### config.mk
export PLATFORM = sky130hd
export DESIGN_NAME = tilemap_top
export DESIGN_NICKNAME = d
export VERILOG_FILES = /design/src/tilemap_pkg.sv /design/src/line_buffer.sv /design/src/pixel_unpacker.sv /design/src/tile_rom_addr.sv /design/src/tile_scan_addr.sv /design/src/tilemap_ctrl.sv /design/src/tilemap_top.sv
export VERILOG_INCLUDE_DIRS = /design/src
export SDC_FILE = /design/constraint.sdc
export NUM_CORES = 2
export LEC_CHECK = 0
export BUFFER_PORTS_ARGS = -buffer_cell sky130_fd_sc_hd__buf_4
export CAP_MARGIN = 25
export CORE_UTILIZATION = 40
export CTS_CLUSTER_DIAMETER = 40
export DETAILED_ROUTE_END_ITERATION = 10
export HOLD_SLACK_MARGIN = 0.06
export PLACE_DENSITY_LB_ADDON = 0.15
export SYNTH_ARGS = -nofsm -noshare
export SYNTH_HDL_FRONTEND = slang
export SYNTH_MEMORY_MAX_BITS = 65536
export SYNTH_SLANG_ARGS = --single-unit
export TNS_END_PERCENT = 30
### constraint.sdc
create_clock -name clk -period 16.9 [get_ports clk]
set_input_delay 3.38 -clock clk [delete_from_list [all_inputs] [get_ports clk]]
set_output_delay 3.38 -clock clk [all_outputs]
set_load 0.02 [all_outputs]
### src/tilemap_defines.svh
// tile layer constants, 8x8 tiles only
// the line buffer depth must stay a power of two for write address wrap
`ifndef TILEMAP_DEFINES_SVH
`define TILEMAP_DEFINES_SVH

// pixels written per raster line
`define LINE_PIXELS 448

// line buffer entries, 9-bit index
`define BUF_DEPTH 512

// tile width and height in pixels
`define TILE_PIX 8

// tile ROM bank id, top 3 address bits
`define ROM_BANK 3'd1

`endif

### src/tilemap_pkg.sv
// types shared by the scroll layer datapath and its controller
// widths follow an 8x8 tile layer on a 512x512 map
package tilemap_pkg;

    typedef logic [23:1] vram_addr_t;   // word address, byte bit dropped
    typedef logic [22:0] rom_addr_t;    // top 3 bits select the bank
    typedef logic [10:0] pos_t;         // scrolled layer coordinate
    typedef logic [8:0]  buf_addr_t;
    typedef logic [8:0]  pixel_t;       // {pal, colour}
    typedef logic [31:0] gfx_row_t;     // 4 planes x 8 pixels

    typedef struct packed {
        logic [15:0] vram_base;         // map base, in 128-word units
        logic [15:0] hpos;
        logic [15:0] vpos;
    } scroll_regs_s;

    typedef struct packed {
        logic       vflip;              // attr word bit 6
        logic       hflip;              // attr word bit 5
        logic [4:0] pal;
    } tile_attr_s;

    typedef enum logic [2:0] {
        ST_IDLE,
        ST_SCAN,
        ST_CODE,
        ST_ATTR,
        ST_ROM,
        ST_DRAW,
        ST_DONE
    } ctrl_state_e;

endpackage

### src/line_buffer.sv
// line memory, one write port from the renderer and one read port
// for the display; read data is registered, no read-during-write bypass
`timescale 1ns/10ps
`include "tilemap_defines.svh"

module line_buffer import tilemap_pkg::*; (
    input  logic      clk,
    input  logic      buf_wr,
    input  buf_addr_t buf_addr,
    input  pixel_t    buf_data,
    input  buf_addr_t rd_addr,
    output pixel_t    rd_data
);

    pixel_t mem [0:`BUF_DEPTH-1];

    always_ff @(posedge clk) begin
        if (buf_wr)
            mem[buf_addr] <= buf_data;
    end

    always_ff @(posedge clk) begin
        rd_data <= mem[rd_addr];    // one cycle read latency
    end

endmodule

### src/pixel_unpacker.sv
// planar row shifter and line buffer write address
// the write address wraps, so leading fine-scroll pixels land at the top
`timescale 1ns/10ps
`include "tilemap_defines.svh"

module pixel_unpacker import tilemap_pkg::*; (
    input  logic         clk,
    input  logic         rst,
    input  scroll_regs_s regs,
    input  logic         line_load,
    input  logic         row_load,
    input  logic         pix_shift,
    input  gfx_row_t     rom_data,
    input  tile_attr_s   attr,
    output logic         buf_wr,
    output buf_addr_t    buf_addr,
    output pixel_t       buf_data,
    output logic         line_end
);

    gfx_row_t  row;
    logic [3:0] colour;
    buf_addr_t addr_nxt;

    // one bit per plane, taken from the end that leaves the shifter first
    assign colour = attr.hflip ? {row[24], row[16], row[8], row[0]}
                               : {row[31], row[23], row[15], row[7]};

    assign buf_wr   = pix_shift;
    assign buf_data = {attr.pal, colour};
    assign addr_nxt = buf_addr + 9'd1;

    always_ff @(posedge clk) begin
        if (row_load)
            row <= rom_data;
        else if (pix_shift)
            row <= attr.hflip ? row >> 1 : row << 1;
    end

    always_ff @(posedge clk or posedge rst) begin
        if (rst) begin
            buf_addr <= '0;
            line_end <= 1'b0;
        end else if (line_load) begin
            buf_addr <= 9'd0 - {6'd0, regs.hpos[2:0]};  // fine scroll
            line_end <= 1'b0;
        end else if (pix_shift) begin
            buf_addr <= addr_nxt;
            if (addr_nxt == buf_addr_t'(`LINE_PIXELS - 1))
                line_end <= 1'b1;   // last pixel of the line is in this tile or the next
        end
    end

endmodule

### src/tile_rom_addr.sv
// holds the tile code and attribute of the tile being fetched
// ROM row address is only valid once both words are latched
`timescale 1ns/10ps
`include "tilemap_defines.svh"

module tile_rom_addr import tilemap_pkg::*; (
    input  logic        clk,
    input  logic        rst,
    input  pos_t        vn,
    input  logic [15:0] vram_data,
    input  logic        code_load,
    input  logic        attr_load,
    output rom_addr_t   rom_addr,
    output tile_attr_s  attr
);

    logic [15:0] code;

    always_ff @(posedge clk or posedge rst) begin
        if (rst) begin
            code <= '0;
            attr <= '0;
        end else begin
            if (code_load) code <= vram_data;
            if (attr_load) attr <= tile_attr_s'(vram_data[6:0]);   // upper bits ignored
        end
    end

    // one 32-bit row per tile line, vflip mirrors the row within the tile
    assign rom_addr = {`ROM_BANK, 1'b0, code, vn[2:0] ^ {3{attr.vflip}}};

endmodule

### src/tile_scan_addr.sv
// scrolled layer position and VRAM address of the current tile
// hn starts on a tile boundary, fine scroll is applied at the buffer
`timescale 1ns/10ps
`include "tilemap_defines.svh"

module tile_scan_addr import tilemap_pkg::*; (
    input  logic         clk,
    input  logic         rst,
    input  logic [7:0]   v,
    input  scroll_regs_s regs,
    input  logic         line_load,
    input  logic         tile_step,
    input  logic         vram_word_sel,
    output pos_t         vn,
    output vram_addr_t   vram_addr
);

    pos_t        hn;
    logic [11:0] scan;

    always_ff @(posedge clk or posedge rst) begin
        if (rst) begin
            vn <= '0;
            hn <= '0;
        end else if (line_load) begin
            vn <= regs.vpos[10:0] + {3'd0, v};
            hn <= {regs.hpos[10:3], 3'd0};          // round down to tile
        end else if (tile_step) begin
            hn <= hn + pos_t'(`TILE_PIX);
        end
    end

    // map is 64 columns by 64 rows, column-major in two 32-row halves
    assign scan = {vn[8], hn[8:3], vn[7:3]};

    // two words per tile, code first then attribute
    assign vram_addr = {regs.vram_base, 7'd0} + {10'd0, scan, vram_word_sel};

endmodule

### src/tilemap_ctrl.sv
// line FSM: code and attribute from VRAM, one ROM row, then 8 draw cycles
// start is a level; done holds until start drops
// memory requests are held until the matching ok pulse
`timescale 1ns/10ps
`include "tilemap_defines.svh"

module tilemap_ctrl import tilemap_pkg::*; (
    input  logic clk,
    input  logic rst,
    input  logic start,
    input  logic vram_ok,
    input  logic rom_ok,
    input  logic line_end,
    output logic done,
    output logic vram_cs,
    output logic rom_cs,
    output logic line_load,
    output logic tile_step,
    output logic code_load,
    output logic attr_load,
    output logic vram_word_sel,
    output logic row_load,
    output logic pix_shift
);

    ctrl_state_e state;
    ctrl_state_e state_nxt;
    logic [2:0]  draw_cnt;
    logic        draw_last;

    assign draw_last = (draw_cnt == 3'(`TILE_PIX - 1));

    always_comb begin
        state_nxt = state;
        case (state)
            ST_IDLE: begin
                if (start) state_nxt = ST_SCAN;
            end
            ST_SCAN: begin
                state_nxt = ST_CODE;    // scan address settles here
            end
            ST_CODE: begin
                if (vram_ok) state_nxt = ST_ATTR;
            end
            ST_ATTR: begin
                if (vram_ok) state_nxt = ST_ROM;
            end
            ST_ROM: begin
                if (rom_ok) state_nxt = ST_DRAW;
            end
            ST_DRAW: begin
                if (draw_last)
                    state_nxt = line_end ? ST_DONE : ST_SCAN;
            end
            ST_DONE: begin
                if (!start) state_nxt = ST_IDLE;
            end
            default: state_nxt = ST_IDLE;
        endcase
    end

    always_ff @(posedge clk or posedge rst) begin
        if (rst) begin
            state    <= ST_IDLE;
            draw_cnt <= '0;
        end else begin
            state <= state_nxt;
            if (state == ST_DRAW)
                draw_cnt <= draw_cnt + 3'd1;
            else
                draw_cnt <= '0;
        end
    end

    // strobes decode straight from the state
    assign line_load     = (state == ST_IDLE) && start;
    assign vram_cs       = (state == ST_CODE) || (state == ST_ATTR);
    assign vram_word_sel = (state == ST_ATTR);              // attribute word
    assign code_load     = (state == ST_CODE) && vram_ok;
    assign attr_load     = (state == ST_ATTR) && vram_ok;
    assign rom_cs        = (state == ST_ROM);
    assign row_load      = (state == ST_ROM) && rom_ok;
    assign tile_step     = row_load;                        // next tile column
    assign pix_shift     = (state == ST_DRAW);
    assign done          = (state == ST_DONE);

endmodule

### src/tilemap_top.sv
// scroll layer renderer, 8x8 tiles, one raster line per start request
// VRAM and ROM are external; each cs is answered by a one-cycle ok pulse
`timescale 1ns/10ps

module tilemap_top import tilemap_pkg::*; (
    input  logic         clk,
    input  logic         rst,
    input  logic [7:0]   v,
    input  scroll_regs_s regs,
    input  logic         start,
    output logic         done,
    output vram_addr_t   vram_addr,
    output logic         vram_cs,
    input  logic [15:0]  vram_data,
    input  logic         vram_ok,
    output rom_addr_t    rom_addr,
    output logic         rom_cs,
    input  gfx_row_t     rom_data,
    input  logic         rom_ok,
    input  buf_addr_t    rd_addr,
    output pixel_t       rd_data
);

    logic       line_load;
    logic       tile_step;
    logic       code_load;
    logic       attr_load;
    logic       vram_word_sel;
    logic       row_load;
    logic       pix_shift;
    logic       line_end;
    logic       buf_wr;
    pos_t       vn;
    tile_attr_s attr;
    buf_addr_t  buf_addr;
    pixel_t     buf_data;

    tilemap_ctrl i_ctrl (
        .clk, .rst, .start, .vram_ok, .rom_ok, .line_end,
        .done, .vram_cs, .rom_cs, .line_load, .tile_step,
        .code_load, .attr_load, .vram_word_sel, .row_load, .pix_shift
    );

    tile_scan_addr i_scan (
        .clk, .rst, .v, .regs, .line_load, .tile_step, .vram_word_sel,
        .vn, .vram_addr
    );

    tile_rom_addr i_rom_addr (
        .clk, .rst, .vn, .vram_data, .code_load, .attr_load,
        .rom_addr, .attr
    );

    pixel_unpacker i_unpack (
        .clk, .rst, .regs, .line_load, .row_load, .pix_shift, .rom_data, .attr,
        .buf_wr, .buf_addr, .buf_data, .line_end
    );

    line_buffer i_buf (
        .clk, .buf_wr, .buf_addr, .buf_data, .rd_addr, .rd_data
    );

endmodule

==> flow_metrics.tcl <==
set metrics [dict create \
    core_area_mm2 0.465 \
    drcViolationCount 0 \
    cts_setup_buffers 0 \
    grt_pass1_wl_um 751000 \
    post-route-util_pct 46.4 \
    wirelength_um 539000 \
    regArea_mm2 0.141 \
    htreeDepth 6 \
    synth_top_family_by_area "multiplexers" \
    avgRoutedWirePerCell_um 32.4 \
    die_w_um 686 \
    dieArea_mm2 0.471 \
    path_max_fanout 4 \
    dr.pass1.iters 6 \
    ys_seq_elements 4703 \
    rrSetupSlack_ps 12400 \
    seq_area_frac_synth_pct 75.2 \
    cts_root_buf "clkbuf_16" \
    synth-simple-area-share_pct 2.99 \
    cts_sinks 4703 \
    grt.overflow.total 0 \
    p_total_mw 31.8 \
    clk_latency_ps 1080 \
    synthArstFlopShare_pct 1.15 \
    worstMarginPinSlew_ps 1270 \
    cts.path.max_buffers 4 \
    fillers 39000 \
    worstReg2RegEnd "i_buf.mem[58][2]$_DFFE_PP_" \
    path_class "in -> out" \
    initial_core_util_pct 40.3 \
    vias_per_cell 5.81 \
    arrival_ps 5530 \
    crit_path_start_kind "primary input" \
    final_hold_viol_count 0 \
    reg2reg_from "i_rom_addr.attr[5]$_DFFE_PP0P_" \
    vias 96900 \
    antenna_left 0 \
    drive_gt1_share_pct 20.8 \
    numCtsBuffers 630 \
    min_from "i_ctrl.draw_cnt[0]$_DFF_PP0_" \
    rsz0062_at_grt "false" \
    grt_pass1_vias 97500 \
    maxSlewViolCount 0 \
    cts_tree "built" \
    syn_to_final_growth_pct 15.1 \
    dp_hpwl_um 319000 \
    synth_edf_count 4640 \
    yosys-mux-area-fraction_pct 14.4 \
    ys.flop_type "edfxtp_1" \
    gp_congestion 0.805 \
    die_h_um 686 \
    final.period_utilization_pct 52.7 \
    final_nets 10100 \
    synthCells 9517 \
    required_ps 13520 \
    cts_resized 0 \
    end_kind "output port" \
    grt_max_degree 179 \
    ir_drop_mv 0.137 \
    multi_input_area_mm2 0.0416 \
    synthXorXnorAreaFrac_pct 0.126 \
    antenna_found_initial 40 \
    whs_path_depth 1 \
    p_leak_nw 69.8 \
    fmax_ghz 0.112 \
    row_count 250 \
    netlist_area_mm2 0.187 \
    period_needed_ps 8910 \
    reg2reg_depth 5 \
    ioPinCount 176 \
    final-setup-viol-count 0 \
    synth_compound_area_share_pct 4.31 \
    slew-limit-headroom_pct 15.7 \
    grt_usage_pct 22.4 \
    fin_tns_setup_ps 0 \
    drt_iter0_drc 10300 \
    pwr_density_cell_mw_per_mm2 147 \
    status "complete, no violations" \
    holdCritPathClass "reg -> reg" \
    cap_violations 0 \
    fin_skew_ps 49.0 \
    avgSynthCellArea_um2 19.7 \
    synthAdderAreaFrac_pct 0.175 \
    synth.distinct_cells 92 \
    cts_hold_repair.buffers 0 \
    portBuffers 157 \
    synth_warnings 0 \
    hold_end "i_ctrl.draw_cnt[0]$_DFF_PP0_" \
    fin_hold_ws_ps 445 \
    clk_pin_slew_worst_paths_ps 50 \
]
## power breakdown
| group | internal, mW | switching [mW] | leakage (nW) |
|---|---|---|---|
| clock | 8.46 | 5.26 | 10.6 |
| combinational | 0.679 | 2.71 | 16.7 |
| sequential | 14.5 | 0.230 | 42.5 |
| total | 23.6 | 8.20 | 69.8 |
## worst max-delay path by stage
stage          startpoint                  endpoint  slack (ps)
2_1_floorplan    regs[32]             vram_addr[19]        8250
3_3_place_gp   rd_addr[2]  i_buf.rd_data[6]$_DFF_P_        7820
3_5_place_dp   rd_addr[2]  i_buf.rd_data[6]$_DFF_P_        7800
4_1_cts          regs[32]             vram_addr[19]        7940
5_1_grt          regs[32]             vram_addr[19]        7860
6_report         regs[32]             vram_addr[19]        7990
## kinds of logic (layout without fill, tap and decap cells)
family          after synthesis  after routing
xor+xnor                     27             27
compound gates             1169           1169
other cells                   2             13
mux                        1676           1676
fa+ha+maj                    25             25
buf+inv                     629           1586
flops                      4703           4703
simple gates               1286           1286
## per-stage QoR
step / instances / instance area [um2] / setup WS [ps]
floorplan: 9519 / 187000 / 8250
global placement: 15500 / 193000 / 7820
detailed placement: 15500 / 194000 / 7800
CTS: 16600 / 215000 / 7940
global route: 16700 / 216000 / 7860
finish: 16700 / 216000 / 7990
## placed cells by master (no fill, tap or decap), drive strengths merged, types with 8 or more instances in the layout
master,count
nand2b,10
and3,13
o221ai,313
nand3,71
nand2,276
and2,38
a2111oi,12
clkbuf,717
a221oi,22
edfxtp,4640
a31oi,52
clkinvlp,51
xor2,11
buf,406
o22ai,209
a21o,9
nor4,30
diode,9
mux2i,837
a22oi,36
a211oi,43
dfxtp,9
o21ai,161
o31ai,8
bufinv,88
nor2,667
mux4,758
inv,129
a21oi,230
nor3,83
mux2,81
xnor2,16
nand4,41
nor2b,8
ha,23
dfrtp,54
clkinv,195
## flip-flops by register name, indices dropped and copies added (netlist names), 6 cells and up
register           flops
i_buf.mem           4608
i_buf.rd_data          9
i_rom_addr.attr        7
i_rom_addr.code       16
i_scan.hn              6
i_scan.vn              9
i_unpack.buf_addr      9
i_unpack.row          32
## per-layer routing
layer | track usage [%] | share of wire [%] | up-vias
li1 | - | - | 40500
met1 | 31.7 | 43 | 51800
met2 | 35.5 | 47 | 3801
met3 | 4.76 | 7.8 | 781
met4 | 5.88 | 2.6 | 12
met5 | 0 | 0.016 | -
## synth_stat cells (22+ instances only)
cell	count	area share (%)
a211oi_1	43	0.17
a21oi_1	230	0.61
a221oi_1	22	0.10
a22oi_1	36	0.14
a31oi_1	52	0.17
and2_1	33	0.11
buf_12	24	0.26
buf_2	77	0.21
buf_4	36	0.14
buf_6	73	0.44
buf_8	83	0.67
clkbuf_1	230	0.46
clkbuf_8	68	0.50
dfrtp_1	54	0.72
edfxtp_1	4640	74
ha_1	23	0.15
mux2_2	81	0.49
mux2i_1	837	4.5
mux4_1	161	2.3
mux4_2	597	7.2
nand2_1	274	0.55
nand3_1	71	0.19
nand4_1	41	0.14
nor2_1	667	1.3
nor3_1	83	0.22
nor4_1	29	0.097
o21ai_0	160	0.43
o221ai_1	302	1.4
o22ai_1	209	0.70
## worst max-delay path: stages
cell	delay [ps]
buf_4	110
ha_1	210
fa_1	410
a21o_1	200
a21oi_1	210
o21bai_1	90
a21oi_1	310
or2_2	190
nor2_1	50
xnor2_1	180
buf_4	180
## final cells by class
class	instances	area share [%]
timing repair buffer	406	1.59
antenna	9	0.0104
clock inverter	441	2.47
clock buffer	717	7.64
inverter	22	0.0453
multi-input combinational	4187	19.3
sequential	4703	65.4
tap	6174	3.58
Power figures use the tool's default switching activity.
